### src/design/frame_pkg.sv
package frame_pkg;

    // Frame framing bytes
    localparam logic [7:0] SOF_DEV_TO_HOST = 8'h5A;  // Device to host start of frame
    localparam logic [7:0] STATUS_OK       = 8'h00;  // Only status treated as success

    // Command echo decode
    localparam int CMD_READ_BIT = 7;  // Set for read commands

    // Response data store sizing
    localparam int MAX_DATA_BYTES = 64;
    localparam int DATA_CNT_W     = $clog2(MAX_DATA_BYTES + 1);  // Holds 0..64
    localparam int DATA_IDX_W     = $clog2(MAX_DATA_BYTES);      // Indexes 0..63

    // Address echo goes out least significant byte first
    localparam int ADDR_BYTES = 4;

    // CRC-8, MSB first, not reflected, no final XOR
    localparam logic [7:0] CRC8_POLY = 8'h07;
    localparam logic [7:0] CRC8_INIT = 8'h00;

endpackage

### src/design/crc_if.sv
`timescale 1ns/10ps

interface crc_if;

    logic       clear;    // Back to initial value
    logic       enable;   // Fold data_in this cycle
    logic [7:0] data_in;
    logic [7:0] crc;      // Running remainder

    modport seq_side (
        output clear,
        output enable,
        output data_in,
        input  crc
    );

    modport crc_side (
        input  clear,
        input  enable,
        input  data_in,
        output crc
    );

endinterface

### src/design/frame_fields_if.sv
`timescale 1ns/10ps

interface frame_fields_if;
    import frame_pkg::*;

    logic [7:0]            status;      // Latched status code
    logic [7:0]            cmd;         // Latched command echo
    logic [31:0]           addr;        // Latched address echo
    logic [DATA_CNT_W-1:0] data_count;  // Bytes held in the store
    logic [DATA_IDX_W-1:0] rd_idx;      // Read index from the sequencer
    logic [7:0]            rd_byte;     // Store contents at rd_idx, no latency

    modport buf_side (
        output status,
        output cmd,
        output addr,
        output data_count,
        output rd_byte,
        input  rd_idx
    );

    modport seq_side (
        input  status,
        input  cmd,
        input  addr,
        input  data_count,
        input  rd_byte,
        output rd_idx
    );

endinterface

### src/design/crc8_engine.sv
`timescale 1ns/10ps

module crc8_engine (
    input  logic clk,
    input  logic rst,
    crc_if.crc_side crc_bus
);
    import frame_pkg::*;

    logic [7:0] crc_q;
    logic [7:0] crc_next;

    // One byte folded into the remainder, MSB first
    function automatic logic [7:0] crc8_byte(input logic [7:0] crc, input logic [7:0] data);
        logic [7:0] c;
        c = crc ^ data;
        for (int i = 0; i < 8; i++) begin
            if (c[7]) begin
                c = {c[6:0], 1'b0} ^ CRC8_POLY;
            end else begin
                c = {c[6:0], 1'b0};
            end
        end
        return c;
    endfunction

    assign crc_next = crc8_byte(crc_q, crc_bus.data_in);

    always_ff @(posedge clk) begin
        if (rst) begin
            crc_q <= CRC8_INIT;
        end else if (crc_bus.clear) begin  // Clear wins over enable
            crc_q <= CRC8_INIT;
        end else if (crc_bus.enable) begin
            crc_q <= crc_next;
        end
    end

    assign crc_bus.crc = crc_q;

    // Sequencer only clears in idle and only feeds bytes while sending
    a_no_clear_with_enable: assert property (
        @(posedge clk) disable iff (rst)
        !(crc_bus.clear && crc_bus.enable)
    ) else $error("crc8_engine: clear and enable high together");

endmodule

### src/design/frame_builder_top.sv
`timescale 1ns/10ps

module frame_builder_top (
    input  logic        clk,
    input  logic        rst,
    // Read data load
    input  logic [7:0]  resp_data,
    input  logic        resp_data_wr,
    // Frame request
    input  logic        build_start,
    input  logic [7:0]  status_code,
    input  logic [7:0]  cmd_echo,
    input  logic [31:0] addr_echo,
    // Transmit FIFO
    output logic [7:0]  tx_fifo_data,
    output logic        tx_fifo_wr_en,
    input  logic        tx_fifo_full,
    // Status
    output logic        builder_busy,
    output logic        response_complete
);

    frame_fields_if fields_bus ();
    crc_if          crc_bus ();

    // Header capture and data store
    response_buffer u_buffer (
        .clk          (clk),
        .rst          (rst),
        .resp_data    (resp_data),
        .resp_data_wr (resp_data_wr),
        .build_start  (build_start),
        .status_code  (status_code),
        .cmd_echo     (cmd_echo),
        .addr_echo    (addr_echo),
        .busy         (builder_busy),       // Blocks loads during a frame
        .frame_done   (response_complete),  // Empties the store
        .fields       (fields_bus.buf_side)
    );

    frame_sequencer u_sequencer (
        .clk               (clk),
        .rst               (rst),
        .build_start       (build_start),
        .tx_fifo_full      (tx_fifo_full),
        .tx_fifo_data      (tx_fifo_data),
        .tx_fifo_wr_en     (tx_fifo_wr_en),
        .builder_busy      (builder_busy),
        .response_complete (response_complete),
        .fields            (fields_bus.seq_side),
        .crc_bus           (crc_bus.seq_side)
    );

    // Running CRC over STATUS through last data byte
    crc8_engine u_crc (
        .clk     (clk),
        .rst     (rst),
        .crc_bus (crc_bus.crc_side)
    );

endmodule

### src/design/frame_sequencer.sv
`timescale 1ns/10ps

module frame_sequencer (
    input  logic       clk,
    input  logic       rst,
    input  logic       build_start,
    input  logic       tx_fifo_full,
    output logic [7:0] tx_fifo_data,
    output logic       tx_fifo_wr_en,
    output logic       builder_busy,
    output logic       response_complete,
    frame_fields_if.seq_side fields,
    crc_if.seq_side          crc_bus
);
    import frame_pkg::*;

    typedef enum logic [3:0] {
        IDLE,
        SOF,
        STATUS,
        CMD,
        ADDR,
        DATA,
        CRC,
        DONE,
        GAP
    } seq_state_t;

    seq_state_t            state;
    seq_state_t            state_next;
    logic [1:0]            addr_cnt;   // Address byte being sent
    logic [DATA_IDX_W-1:0] data_idx;   // Data byte being sent
    logic [DATA_CNT_W-1:0] idx_plus1;
    logic                  send;       // State has a byte to put out
    logic                  feed_crc;   // Byte is covered by the CRC
    logic                  read_ok;    // Successful read, address and data follow
    logic                  last_addr;
    logic                  last_data;

    assign read_ok   = fields.cmd[CMD_READ_BIT] && (fields.status == STATUS_OK);
    assign last_addr = (addr_cnt == 2'(ADDR_BYTES - 1));
    assign idx_plus1 = DATA_CNT_W'(data_idx) + 1'b1;
    assign last_data = (idx_plus1 == fields.data_count);

    // Byte select per state
    always_comb begin
        tx_fifo_data = 8'h00;
        send         = 1'b0;
        feed_crc     = 1'b0;
        case (state)
            SOF: begin
                tx_fifo_data = SOF_DEV_TO_HOST;
                send         = 1'b1;
            end
            STATUS: begin
                tx_fifo_data = fields.status;
                send         = 1'b1;
                feed_crc     = 1'b1;
            end
            CMD: begin
                tx_fifo_data = fields.cmd;
                send         = 1'b1;
                feed_crc     = 1'b1;
            end
            ADDR: begin
                tx_fifo_data = fields.addr[addr_cnt*8 +: 8];  // LSB first
                send         = 1'b1;
                feed_crc     = 1'b1;
            end
            DATA: begin
                tx_fifo_data = fields.rd_byte;
                send         = 1'b1;
                feed_crc     = 1'b1;
            end
            CRC: begin
                tx_fifo_data = crc_bus.crc;  // Remainder after last covered byte
                send         = 1'b1;
            end
            default: ;
        endcase
    end

    assign tx_fifo_wr_en = send && !tx_fifo_full;  // One byte per accepted cycle

    assign crc_bus.clear   = (state == IDLE);
    assign crc_bus.enable  = tx_fifo_wr_en && feed_crc;
    assign crc_bus.data_in = tx_fifo_data;

    always_comb begin
        state_next = state;
        case (state)
            IDLE:   if (build_start) state_next = SOF;
            SOF:    if (tx_fifo_wr_en) state_next = STATUS;
            STATUS: if (tx_fifo_wr_en) state_next = CMD;
            CMD: begin
                if (tx_fifo_wr_en) begin
                    state_next = read_ok ? ADDR : CRC;  // Writes and failed reads are short
                end
            end
            ADDR: begin
                if (tx_fifo_wr_en && last_addr) begin
                    state_next = (fields.data_count != '0) ? DATA : CRC;
                end
            end
            DATA:   if (tx_fifo_wr_en && last_data) state_next = CRC;
            CRC:    if (tx_fifo_wr_en) state_next = DONE;
            DONE:   state_next = GAP;
            GAP:    state_next = IDLE;
            default: state_next = IDLE;
        endcase
    end

    always_ff @(posedge clk) begin
        if (rst) begin
            state    <= IDLE;
            addr_cnt <= '0;
            data_idx <= '0;
        end else begin
            state <= state_next;
            if (state == IDLE) begin
                addr_cnt <= '0;
                data_idx <= '0;
            end else begin
                // Counters move only on bytes the FIFO took
                if (state == ADDR && tx_fifo_wr_en) begin
                    addr_cnt <= addr_cnt + 1'b1;
                end
                if (state == DATA && tx_fifo_wr_en) begin
                    data_idx <= data_idx + 1'b1;
                end
            end
        end
    end

    assign fields.rd_idx      = data_idx;
    assign builder_busy       = (state != IDLE);
    assign response_complete  = (state == DONE);  // Cycle after the CRC write

    // Offered byte and state hold while the FIFO pushes back
    a_hold_when_full: assert property (
        @(posedge clk) disable iff (rst)
        (send && tx_fifo_full) |=> ($stable(state) && $stable(tx_fifo_data))
    ) else $error("frame_sequencer: pending byte changed while FIFO full");

    a_complete_single: assert property (
        @(posedge clk) disable iff (rst)
        response_complete |=> !response_complete
    ) else $error("frame_sequencer: response_complete longer than one cycle");

    // Start while busy never opens a new frame
    a_start_ignored_busy: assert property (
        @(posedge clk) disable iff (rst)
        (builder_busy && build_start && state != SOF) |=> (state != SOF)
    ) else $error("frame_sequencer: start taken while busy");

endmodule

### src/design/response_buffer.sv
`timescale 1ns/10ps

module response_buffer (
    input  logic        clk,
    input  logic        rst,
    input  logic [7:0]  resp_data,     // Read data byte from the host side
    input  logic        resp_data_wr,  // Byte write strobe
    input  logic        build_start,   // Start pulse, header sampled with it
    input  logic [7:0]  status_code,
    input  logic [7:0]  cmd_echo,
    input  logic [31:0] addr_echo,
    input  logic        busy,          // Frame in progress
    input  logic        frame_done,    // Completion pulse, empties the store
    frame_fields_if.buf_side fields
);
    import frame_pkg::*;

    logic [7:0]            mem [MAX_DATA_BYTES];  // Byte store
    logic [DATA_CNT_W-1:0] data_count;
    logic [7:0]            status_q;
    logic [7:0]            cmd_q;
    logic [31:0]           addr_q;
    logic                  wr_ok;
    logic                  start_ok;

    // Writes only land between frames and while there is room
    assign wr_ok    = resp_data_wr && !busy && (data_count < DATA_CNT_W'(MAX_DATA_BYTES));
    assign start_ok = build_start && !busy;

    // Write pointer is the low bits of the count
    always_ff @(posedge clk) begin
        if (wr_ok) begin
            mem[data_count[DATA_IDX_W-1:0]] <= resp_data;
        end
    end

    always_ff @(posedge clk) begin
        if (rst) begin
            data_count <= '0;
        end else if (frame_done) begin
            data_count <= '0;  // Frame sent, next response starts empty
        end else if (wr_ok) begin
            data_count <= data_count + 1'b1;
        end
    end

    // Header fields held for the whole frame
    always_ff @(posedge clk) begin
        if (start_ok) begin
            status_q <= status_code;
            cmd_q    <= cmd_echo;
            addr_q   <= addr_echo;
        end
    end

    assign fields.status     = status_q;
    assign fields.cmd        = cmd_q;
    assign fields.addr       = addr_q;
    assign fields.data_count = data_count;
    assign fields.rd_byte    = mem[fields.rd_idx];  // Combinational read

    a_count_in_range: assert property (
        @(posedge clk) disable iff (rst)
        data_count <= DATA_CNT_W'(MAX_DATA_BYTES)
    ) else $error("response_buffer: data count above store depth");

endmodule

### config.mk
export PLATFORM = sky130hd
export DESIGN_NAME = frame_builder_top
export DESIGN_NICKNAME = d
export VERILOG_FILES = /design/src/design/frame_pkg.sv /design/src/design/crc_if.sv /design/src/design/frame_fields_if.sv /design/src/design/crc8_engine.sv /design/src/design/frame_builder_top.sv /design/src/design/frame_sequencer.sv /design/src/design/response_buffer.sv
export SDC_FILE = /design/constraint.sdc
export NUM_CORES = 1
export LEC_CHECK = 0
export BUFFER_PORTS_ARGS = -buffer_cell sky130_fd_sc_hd__buf_2
export CAP_MARGIN = 20
export CORE_ASPECT_RATIO = 0.7
export CORE_MARGIN = 1
export CORE_UTILIZATION = 47
export CTS_CLUSTER_DIAMETER = 80
export DETAILED_ROUTE_END_ITERATION = 8
export PLACE_DENSITY = 0.71
export REMOVE_ABC_BUFFERS = 1
export SYNTH_ARGS = -nofsm -noshare
export SYNTH_HDL_FRONTEND = slang
export SYNTH_SLANG_ARGS = --single-unit
### constraint.sdc
create_clock -name clk -period 5.7 [get_ports clk]
set_input_delay 0.855 -clock clk [delete_from_list [all_inputs] [get_ports clk]]
set_output_delay 0.855 -clock clk [all_outputs]
set_load 0.005 [all_outputs]
* Yosys cells after proc, flatten, opt, wreduce, memory -nomap -nowiden
Memory sizes are Yosys's and may differ from the RTL's. A register that Yosys moved wholly into a read port is not among the register bits. Index checks and enable logic that the tools add are counted.
Cells by class: add/subtract/negate cells 4, magnitude comparators 1, eq/ne operators 16, shift operators 1, muxes and demuxes 25, bitwise operators 9, reductions and logical operators 21
Operators by type and width (number):
- case mux 8 bit (6 select lines) | 1
- case mux 4 bit (8 select lines) | 1
- indexed part select 32 x 6 -> 8 bit | 1
- 2-to-1 mux 4 bit | 7
- 2-to-1 mux 3 bit | 8
- NOT 3 bit | 8
- equality test 4 x 3 -> 1 bit, second input constant | 4
- 2-to-1 mux 6 bit | 2
- != test 2 x 1 -> 1 bit, second input constant | 6
- logical AND 1 bit | 10
- equality test 4 x 2 -> 1 bit, second input constant | 2
- zero test 8 bit | 1
- bitwise XOR 8 bit | 1
- adder 6 x 1 -> 7 bit, second input constant | 1
- adder 7 x 1 -> 7 bit, second input constant | 1
- equality test 7 bit | 1
- less-than comparator 7 bit, second input constant | 1
- AND reduction 7 bit | 1
- nonzero test 7 bit | 1
- adder 6 x 1 -> 6 bit, second input constant | 1
- OR reduction 6 bit | 1
- equality test 4 x 1 -> 1 bit, second input constant | 1
- zero test 4 bit | 1
- 2-to-1 mux 1 bit | 4
- other kinds (8) | 11
Storage, ports and cells: register bits after elaboration 75, memory bits (writable) 512, input port bits 61, output and inout port bits 11, memories 1
Memory list:
- u_buffer.mem | depth 64, width 8, read ports 1, clocked after memory_dff 1, wr ports 1, RTL line response_buffer.sv:18 | logic [7:0] mem [MAX_DATA_BYTES];

* Longest topological paths before layout
Gate-level depths: netlist of the first run.
depth in word-level cells 19, depth in mapped cells 15, gate-level depth less buffers 9

* By module
A second synthesis of the first run with hierarchy kept.
Second synthesis, totals: cell total of the unflattened synthesis 1223, area, all modules 23784.1 sq um
Modules (own cells, without submodules):
- response_buffer | times used 1, cells an instance 998, area an instance 21708.3 sq um
- frame_sequencer | times used 1, cells an instance 173, area an instance 1498.9 sq um
- crc8_engine | times used 1, cells an instance 52, area an instance 576.8 sq um

* Worst setup path before layout of the first run
Ideal clock, no wire load.
path type register to register, start reg u_sequencer.state[2], end mem u_buffer.mem[31][0] (enable), arrival time 2855 ps, data required time 5376 ps, path slack 2521 ps, cell stages (with the launch flop) 10, path buffers 2, cells stage by stage dfxtp_1 -> buf_2 -> buf_2 -> nor4_1 -> inv_1 -> nor3b_1 -> and2_1 -> nand3_1 -> or2_2 -> inv_1
On the way: word-level cells in the longest chain between the ends 6
RTL lines:
- from (decl) | RTL line frame_sequencer.sv:29 | seq_state_t state;
- from (signal assigned) | RTL line frame_sequencer.sv:119 | state <= state_next;
- nonzero test 4 bit | RTL line frame_sequencer.sv:136 | assign builder_busy = (state != IDLE);
- named net builder_busy | RTL line frame_builder_top.sv:19 | output logic builder_busy,
- zero test 1 bit | RTL line response_buffer.sv:27 | assign wr_ok = resp_data_wr && !busy && (data_count < DATA_CNT_W'(MAX_DATA_BYTES));
- logical AND 1 bit (2 in series) | RTL line response_buffer.sv:27
- 2-to-1 mux 1 bit | RTL line response_buffer.sv:32 | if (wr_ok) begin
- 2-to-1 mux 1 bit (implied by the code) | RTL line response_buffer.sv:33 | mem[data_count[DATA_IDX_W-1:0]] <= resp_data;
- to (decl) | RTL line response_buffer.sv:18
The timed path passes the listed nets, and every way through them passes these cells.

==> metrics.md, run 1 <==
| Metric | Value |
|---|---|
| Final count of hold timing violations | 0 |
| Number of buffers on the longest clock path | 3 |
| Number of sinks driven by the clock tree | 593 |
| Average routed wire per standard cell | 27.7 um |
| First-pass GRT wire length | 81.5 mm |
| Hold Crit Endpoint | u_buffer.fields.addr[18] |
| Resize count post-CTS | 0 |
| Kind of start point of the critical path | flop |
| Post-route insts no fill | 2,043 |
| Launch point of the worst reg-to-reg path | u_sequencer.state[0] |
| Highest fanout seen on the critical path | 51 |
| # diodes | 0 |
| Ys flop type | sky130_fd_sc_hd__edfxtp_1 |
| Skew final | approximately 0.021 ns |
| Pin slew with the least headroom to its limit | 1.03 ns |
| Terminus of the critical flop-to-flop path | u_buffer.mem[55][3] |
| Mean area per synthesized cell | 19.1 sq um |
| Port Buffers | 71 |
| Total Power Consumption | 8940 uW |
| Unrepaired setup endpoints after global routing | false |
| Chip Height | 191 um |
| Number of failing setup endpoints in the final timing report | 0 |
| Die Area | 51,900 sq um |
| Most area-consuming cells after synthesis | sky130_fd_sc_hd__edfxtp_1 70%, sky130_fd_sc_hd__mux4_2 11%, sky130_fd_sc_hd__dfxtp_1 2.8%, sky130_fd_sc_hd__mux4_1 1.8%, sky130_fd_sc_hd__mux2i_1 1.7% |
| Power per standard cell area | 334 nW/um^2 |
| Num ports | 72 |
| Largest net degree at the start of global routing | 65 |
| Starting utilization of the core area | 0.482 |
| Die X-Extent | 272 um |
| CTS clk-pin slew, worst paths | 0.07 ns |
| Placed Cells incl. Taps | approximately 1,900 |
| Worst Hold Depth | 1 |
| Post-synth top area cell | sky130_fd_sc_hd__edfxtp_1 |
| Core Box Area | around 50,000 sq um |
| Static power due to leakage | 0.00832 uW |
| Number of CTS-inserted buffers | 53 |
| Standard cell with the maximum stage delay on the critical path | sky130_fd_sc_hd__dfxtp_4 |
| DRT Pass-1 Iters | 5 |
| Post-DP HPWL | 36.4 mm |
| Final nets | 1,406 |
| Total buffers and inverters traversed by the critical path | 2 |
| Kind of end point of the critical path | primary output |
| Share of Yosys cell area claimed by the top area cell type | 0.701 |
| Sequential element share of the synthesized area | 0.729 |
| TritonCTS clock tree | done |
| Critical Path AT | between 3 and 4 ns |
| Initial DRC count | around 1,500 |
| Worst path max stage delay | 0.97 ns |
| Number of distinct standard cells referenced by the synthesized netlist | 75 |
| Status | complete, no violations |
| Worst slew margin relative to its limit | 0.308 |
| Vias per Instance | 6.14 |
| Area growth from synthesis to layout | 11.5% |
| CTS Hold Buffers Added | 0 |
| Via count of the first global-routing pass | around 12,000 |
| Share of layout cells above drive strength 1 | 0.234 |
| Number of vias after detailed routing | between 10,000 and 15,000 |
| Sum of routed wire length over all layers | 56.6 mm |
| Kind of cell with the highest combined delay on the critical path | compound AO/OA/AOI/OAI gates |
| Overall Global Routing Usage | 0.218 |
| Root buf cell | sky130_fd_sc_hd__clkbuf_16 |
| Number of warnings reported in the yosys synthesis log | 0 |
| Minimum setup slack among reg-to-reg paths | 1.31 ns |
| Stages on the worst setup path | 7 |
| Number of nets still failing antenna checks after routing | 0 |
| Worst hold-check path type | input pin to flop |
| Drc violations | 0 |
| Cell count of the worst reg-to-reg path | 6 |
| Number of enable flip-flop cells after synthesis | 560 |
| H-tree Lvls | 2 |
| Seq cells post-synth | between 500 and 600 |
| Max capacitance violation total | 0 |
| Clock insertion delay at the later pin of the skew report | 0.59 ns |
| Top-count cell post-synth | sky130_fd_sc_hd__edfxtp_1 |
| Cell-by-cell listing of the critical path | buf_4 -> mux4_2 -> nor2_1 -> a311oi_1 -> o22ai_1 -> o311ai_2 -> buf_2 |
| Gpl congestion | around 0.89 |
| Max Freq | 0.208 GHz |
| WS Path Type | flop to primary output |
| Data required time of the critical path | between 4 and 5 ns |
| Initial antenna violation count | 1 |
| Floorplan row count | 68 |
| Number of buffers inserted to repair setup after CTS | 0 |
| GR Overflow Total | 0 |
| Launch point of the worst hold path | addr_echo[18] |
| Max IR drop VDD | 0.303 mV |
| Top cells by count, synth | 560 x sky130_fd_sc_hd__edfxtp_1, 120 x sky130_fd_sc_hd__mux4_2, 107 x sky130_fd_sc_hd__nor2_1, 49 x sky130_fd_sc_hd__nand2_1, 41 x sky130_fd_sc_hd__mux2i_1 |
| Min Tclk post-route | 4.81 ns |
| Cell area after synthesis | 24,000 sq um |
| Count of mapped cells out of synthesis | 1,254 |
| Proportion of synthesized flip-flops having asynchronous set or reset | 0 |
| Share of the clock period used by the worst path | 0.843 |
| Max-slew violation count | 0 |
-- sequential cells by signal (all words and copies together), names as in the netlist, named ones only --
name                        flops
u_buffer.fields.status          8
u_buffer.fields.cmd             8
u_sequencer.fields.rd_idx       6
u_buffer.mem                  512
u_crc.crc_bus.crc               8
u_buffer.fields.data_count      7
u_sequencer.addr_cnt            2
u_buffer.fields.addr           32
u_sequencer.state               4
-- metal layers --
| metal | part of all wire | track usage | wire [um] |
|---|---|---|---|
| met1 | 0.43 | 0.329 | 24200 |
| met2 | 0.44 | 0.312 | 24900 |
| met3 | 0.12 | 0.0734 | 6590 |
| met4 | 0.015 | 0.0387 | 848 |
| met5 | 0 | 0 | 0 |
-- area by class of cell --
cell class,count,area (sq um)
fillers,3815,23000
repair buffers,100,671
flip-flops and latches,593,17500
clock inverters,24,253
clock buffers,68,1430
inverters,13,48.8
multi-input cells,580,6010
well taps,665,832
-- worst max path at each step --
stage,from,to,slack (ns)
detailed placement,flop,u_crc.crc_bus.crc[3],1.37
floorplan,flop,u_crc.crc_bus.crc[3],-1.15
global route,flop,tx_fifo_data[5],0.74
global placement,flop,u_crc.crc_bus.crc[3],1.40
finish,flop,tx_fifo_data[5],0.89
CTS,flop,tx_fifo_data[4],0.87
-- stage by stage --
step	utilization	hold slack [ns]	cell area, sq um	setup slack, ns	setup TNS [ns]
6_report	0.537	0.439	26700	0.894	0
5_1_grt	0.537	0.430	26700	0.744	0
4_1_cts	0.534	0.423	26600	0.867	0
3_5_place_dp	0.500	0.500	24900	1.37	0
3_3_place_gp	0.500	0.495	24900	1.40	0
2_1_floorplan	-	0.454	23500	-1.15	-12.43
-- logic make-up (layout without fill, tap and decap cells) --
group                      count (synthesis)  count (layout)  share of synthesized area
buffers and inverters                     81             205                     0.0203
DFF                                      593             593                      0.729
adders and majority gates                  4               4                    0.00209
and+or+nand+nor                          262             262                     0.0530
xor gates and xnor gates                  37              37                     0.0153
muxes                                    186             186                      0.152
AOI/OAI and AO/OA                         91              91                     0.0287
-- layout by cell type, fill, tap and decap left out, types with 7 or more instances in the layout --
master                      count
sky130_fd_sc_hd__edfxtp_1     560
sky130_fd_sc_hd__mux4_2       120
sky130_fd_sc_hd__nor2_1       107
sky130_fd_sc_hd__buf_2         71
sky130_fd_sc_hd__clkbuf_16     55
sky130_fd_sc_hd__nand2_1       49
sky130_fd_sc_hd__mux2i_1       41
sky130_fd_sc_hd__dfxtp_1       29
sky130_fd_sc_hd__buf_4         20
sky130_fd_sc_hd__nor2b_1       19
sky130_fd_sc_hd__xnor2_1       19
sky130_fd_sc_hd__mux4_1        16
sky130_fd_sc_hd__xor2_1        15
sky130_fd_sc_hd__nand3_1       14
sky130_fd_sc_hd__nor3_1        14
sky130_fd_sc_hd__clkbuf_1      13
sky130_fd_sc_hd__inv_1         12
sky130_fd_sc_hd__a21oi_1       12
sky130_fd_sc_hd__nand2b_1       9
sky130_fd_sc_hd__mux2_2         9
sky130_fd_sc_hd__o21ai_0        8
sky130_fd_sc_hd__clkinv_1       8
sky130_fd_sc_hd__buf_12         8
sky130_fd_sc_hd__a2111oi_0      7
sky130_fd_sc_hd__nor4_1         7
-- power breakdown --
group	leakage [uW]	internal (uW)	switching, uW
clock	0.000806	1990	1550
sequential	0.00533	4860	44.1
combinational	0.00218	192	311
total	0.00832	7030	1900
-- worst register-to-register path, stage by stage (launching register included) --
cell,delay (ns)
sky130_fd_sc_hd__dfxtp_1,0.51
sky130_fd_sc_hd__nor4_1,0.68
sky130_fd_sc_hd__inv_1,0.13
sky130_fd_sc_hd__nor3b_1,0.79
sky130_fd_sc_hd__and2_1,0.30
sky130_fd_sc_hd__nand3_1,0.60
sky130_fd_sc_hd__nor2_1,1.00
(Power assumes the default switching activity.)
==> run 2: changes to the inputs <==
--- a/config.mk
+++ b/config.mk
@@ -12,7 +12,7 @@
 export CORE_UTILIZATION = 47
 export CTS_CLUSTER_DIAMETER = 80
 export DETAILED_ROUTE_END_ITERATION = 8
-export PLACE_DENSITY = 0.71
+export PLACE_DENSITY = 0.73
 export REMOVE_ABC_BUFFERS = 1
 export SYNTH_ARGS = -nofsm -noshare
 export SYNTH_HDL_FRONTEND = slang
==> constraint.sdc (replaced) <==
create_clock -name clk -period 4 [get_ports clk]
set_input_delay 0.6 -clock clk [delete_from_list [all_inputs] [get_ports clk]]
set_output_delay 0.6 -clock clk [all_outputs]
set_load 0.005 [all_outputs]
==> run 2 against run 1 <==
  * Critical path depth unchanged
  * Wire length up 3.7%
  * Hold slack worse by 0.27 ns
  * Global-route usage up 0.96 points
  * Critical path type unchanged
  * Critical endpoint unchanged
  * Largest power group unchanged
  * Highest routed layer is now met5
==> metrics.md, run 2 (same netlist as run 1, synthesis figures left out) <==
| Metric | Value |
|---|---|
| Clock insertion delay at the later pin of the skew report | 0.60 ns (about the same) |
| Unrepaired setup endpoints after global routing | false |
| Number of vias after detailed routing | 13,100 (+4.1%) |
| Power per standard cell area | 457 nW/um^2 (+37%) |
| Number of failing setup endpoints in the final timing report | 0 (unchanged) |
| Filler Cell Count | 3,722 (-2.4%) |
| Number of sinks driven by the clock tree | 593 (unchanged) |
| End point of the critical path | tx_fifo_data[5] |
| Average routed wire per standard cell | 27.2 um (-1.9%) |
| Most common library cell in the layout ignoring fill and taps | sky130_fd_sc_hd__edfxtp_1 |
| H-tree Lvls | 2 (unchanged) |
| Status | complete, no violations |
| Initial DRC count | 2,034 (+33%) |
| Area growth from synthesis to layout | 15.4% |
| Final count of hold timing violations | 0 (unchanged) |
| Post-route insts no fill | 2,160 (+5.7%) |
| Overall Global Routing Usage | 0.228 (+0.00961) |
| Max-slew violation count | 0 (unchanged) |
| Kind of end point of the critical path | primary output |
| Chip Height | 191 um (unchanged) |
| Highest fanout seen on the critical path | 17 (-67%) |
| Via count of the first global-routing pass | 12,700 (+4.9%) |
| Setup WS post-layout | 0.197 ns (-0.697 ns) |
| Most frequent cells in the layout | 560 x sky130_fd_sc_hd__edfxtp_1, 125 x sky130_fd_sc_hd__buf_4, 120 x sky130_fd_sc_hd__mux4_2 |
| Number of nets still failing antenna checks after routing | 0 (unchanged) |
| Port Buffers | 71 (unchanged) |
| Largest net degree at the start of global routing | 65 (unchanged) |
| Root buf cell | sky130_fd_sc_hd__clkbuf_16 |
| Worst slew margin relative to its limit | 0.383 (+0.0750) |
| Vias per Instance | 6.05 (-1.5%) |
| Static power due to leakage | 0.00895 uW (+7.5%) |
| Critical Path AT | 3.20 ns (-0.75 ns) |
| Post-placement setup slack | 0.217 ns (-1.15 ns) |
| First-pass GRT wire length | 85.3 mm (+4.7%) |
| Core Box Area | 49,800 sq um (unchanged) |
| Number of buffers on the longest clock path | 3 (unchanged) |
| Placed Cells incl. Taps | 2,040 (+5.0%) |
| Number of CTS-inserted buffers | 51 (-3.8%) |
| Starting utilization of the core area | 0.482 (unchanged) |
| WS Path Type | flop to primary output |
| Worst hold-check path type | input pin to flop |
| Cell count of the worst reg-to-reg path | 12 (+6) |
| # diodes | 0 (unchanged) |
| Floorplan row count | 68 (unchanged) |
| Total Power Consumption | 12,600 uW (+42%) |
| Terminus of the critical flop-to-flop path | u_crc.crc_bus.crc[3] |
| CTS clk-pin slew, worst paths | 0.07 ns (about the same) |
| Design area | 27,700 sq um (+3.5%) |
| Share of layout cells above drive strength 1 | 0.293 (+0.0593) |
| GR Overflow Total | 0 (unchanged) |
| Kind of start point of the critical path | flop |
| Minimum setup slack among reg-to-reg paths | 0.42 ns (-0.89 ns) |
| Final nets | 1,517 (+7.9%) |
| Post-DP HPWL | 39.2 mm (+7.8%) |
| TritonCTS clock tree | done |
| Pin slew with the least headroom to its limit | 0.926 ns (-0.109 ns) |
| Max Freq | 0.263 GHz |
| DRT Pass-1 Iters | 5 (unchanged) |
| Skew final | 0.0319 ns (+0.0106 ns) |
| Gpl congestion | 0.929 (+4.6%) |
| Hold slack final | 0.172 ns (-0.267 ns) |
| Initial antenna violation count | 1 (unchanged) |
| Worst Hold Depth | 1 (unchanged) |
| Max IR drop VDD | 0.392 mV (+29%) |
| Sum of routed wire length over all layers | 58.7 mm (+3.7%) |
| Share of the clock period used by the worst path | 0.951 |
| Data required time of the critical path | 3.40 ns (-1.45 ns) |
| Num ports | 72 (unchanged) |
| Die X-Extent | 272 um (unchanged) |
| Die Area | 51,900 sq um (unchanged) |
| Drc violations | 0 (unchanged) |
| Largest register FFs | 512 (unchanged) |
| Placed inst area | 25,700 sq um (+3.2%) |
| Max capacitance violation total | 0 (unchanged) |
| Min Tclk post-route | 3.80 ns |
[run 2: what timing repair did]
| action | CTS | global route |
|---|---|---|
| setup buffers | 1 | 16 |
| setup endpoints to repair | 5 | 2 |
| gates resized for setup | 3 | 1 |
| hold buffers | 0 | 0 |
[run 2: power by group]
| part | internal (uW) | switching [uW] |
|---|---|---|
| registers | 6920 | 43.6 |
| logic | 308 | 486 |
| clock network | 2710 | 2180 |
| total | 9940 | 2710 |
[run 2: stage by stage]
stage,setup TNS [ns],util
floorplan,-37.59,-
global placement,0,0.516
detailed placement,0,0.516
CTS,0,0.550
global route,0,0.556
finish,0,0.556
[run 2: how the worst min path moves through the flow]
stage                     slack [ns]            startpoint                         to
after global routing            0.16          addr_echo[9]    u_buffer.fields.addr[9]
after floorplan                 0.45  u_crc.crc_bus.crc[0]       u_crc.crc_bus.crc[0]
after CTS                       0.15        status_code[2]  u_buffer.fields.status[2]
final                           0.17        status_code[2]  u_buffer.fields.status[2]
after detailed placement        0.50  u_crc.crc_bus.crc[0]       u_crc.crc_bus.crc[0]
after global placement          0.51  u_crc.crc_bus.crc[0]       u_crc.crc_bus.crc[0]
[run 2: final cells by class]
| class | instances | area (sq um) | share of cell area |
|---|---|---|---|
| clock buffers | 64 | 1350 | 0.0487 |
| repair buffers | 213 | 1630 | 0.0591 |
| well taps | 665 | 832 | 0.0301 |
| flip-flops and latches | 593 | 17500 | 0.632 |
| inverters | 13 | 48.8 | 0.00176 |
| multi-input cells | 580 | 6020 | 0.218 |
| clock inverters | 32 | 288 | 0.0104 |
[run 2: routing by layer]
| metal | GRT usage | part of all wire |
|---|---|---|
| met1 | 0.363 | 0.45 |
| met2 | 0.314 | 0.42 |
| met3 | 0.0559 | 0.12 |
| met4 | 0.0497 | 0.018 |
| met5 | 0 | 0.00022 |
[run 2: critical path, cell delays in order (launching register included)]
cell	delay, ns
sky130_fd_sc_hd__dfxtp_2	0.74
sky130_fd_sc_hd__buf_12	0.25
sky130_fd_sc_hd__nor2b_1	0.42
sky130_fd_sc_hd__a22oi_1	0.16
sky130_fd_sc_hd__a31oi_1	0.49
sky130_fd_sc_hd__o21ai_1	0.17
sky130_fd_sc_hd__o311ai_2	0.15
sky130_fd_sc_hd__buf_2	0.21
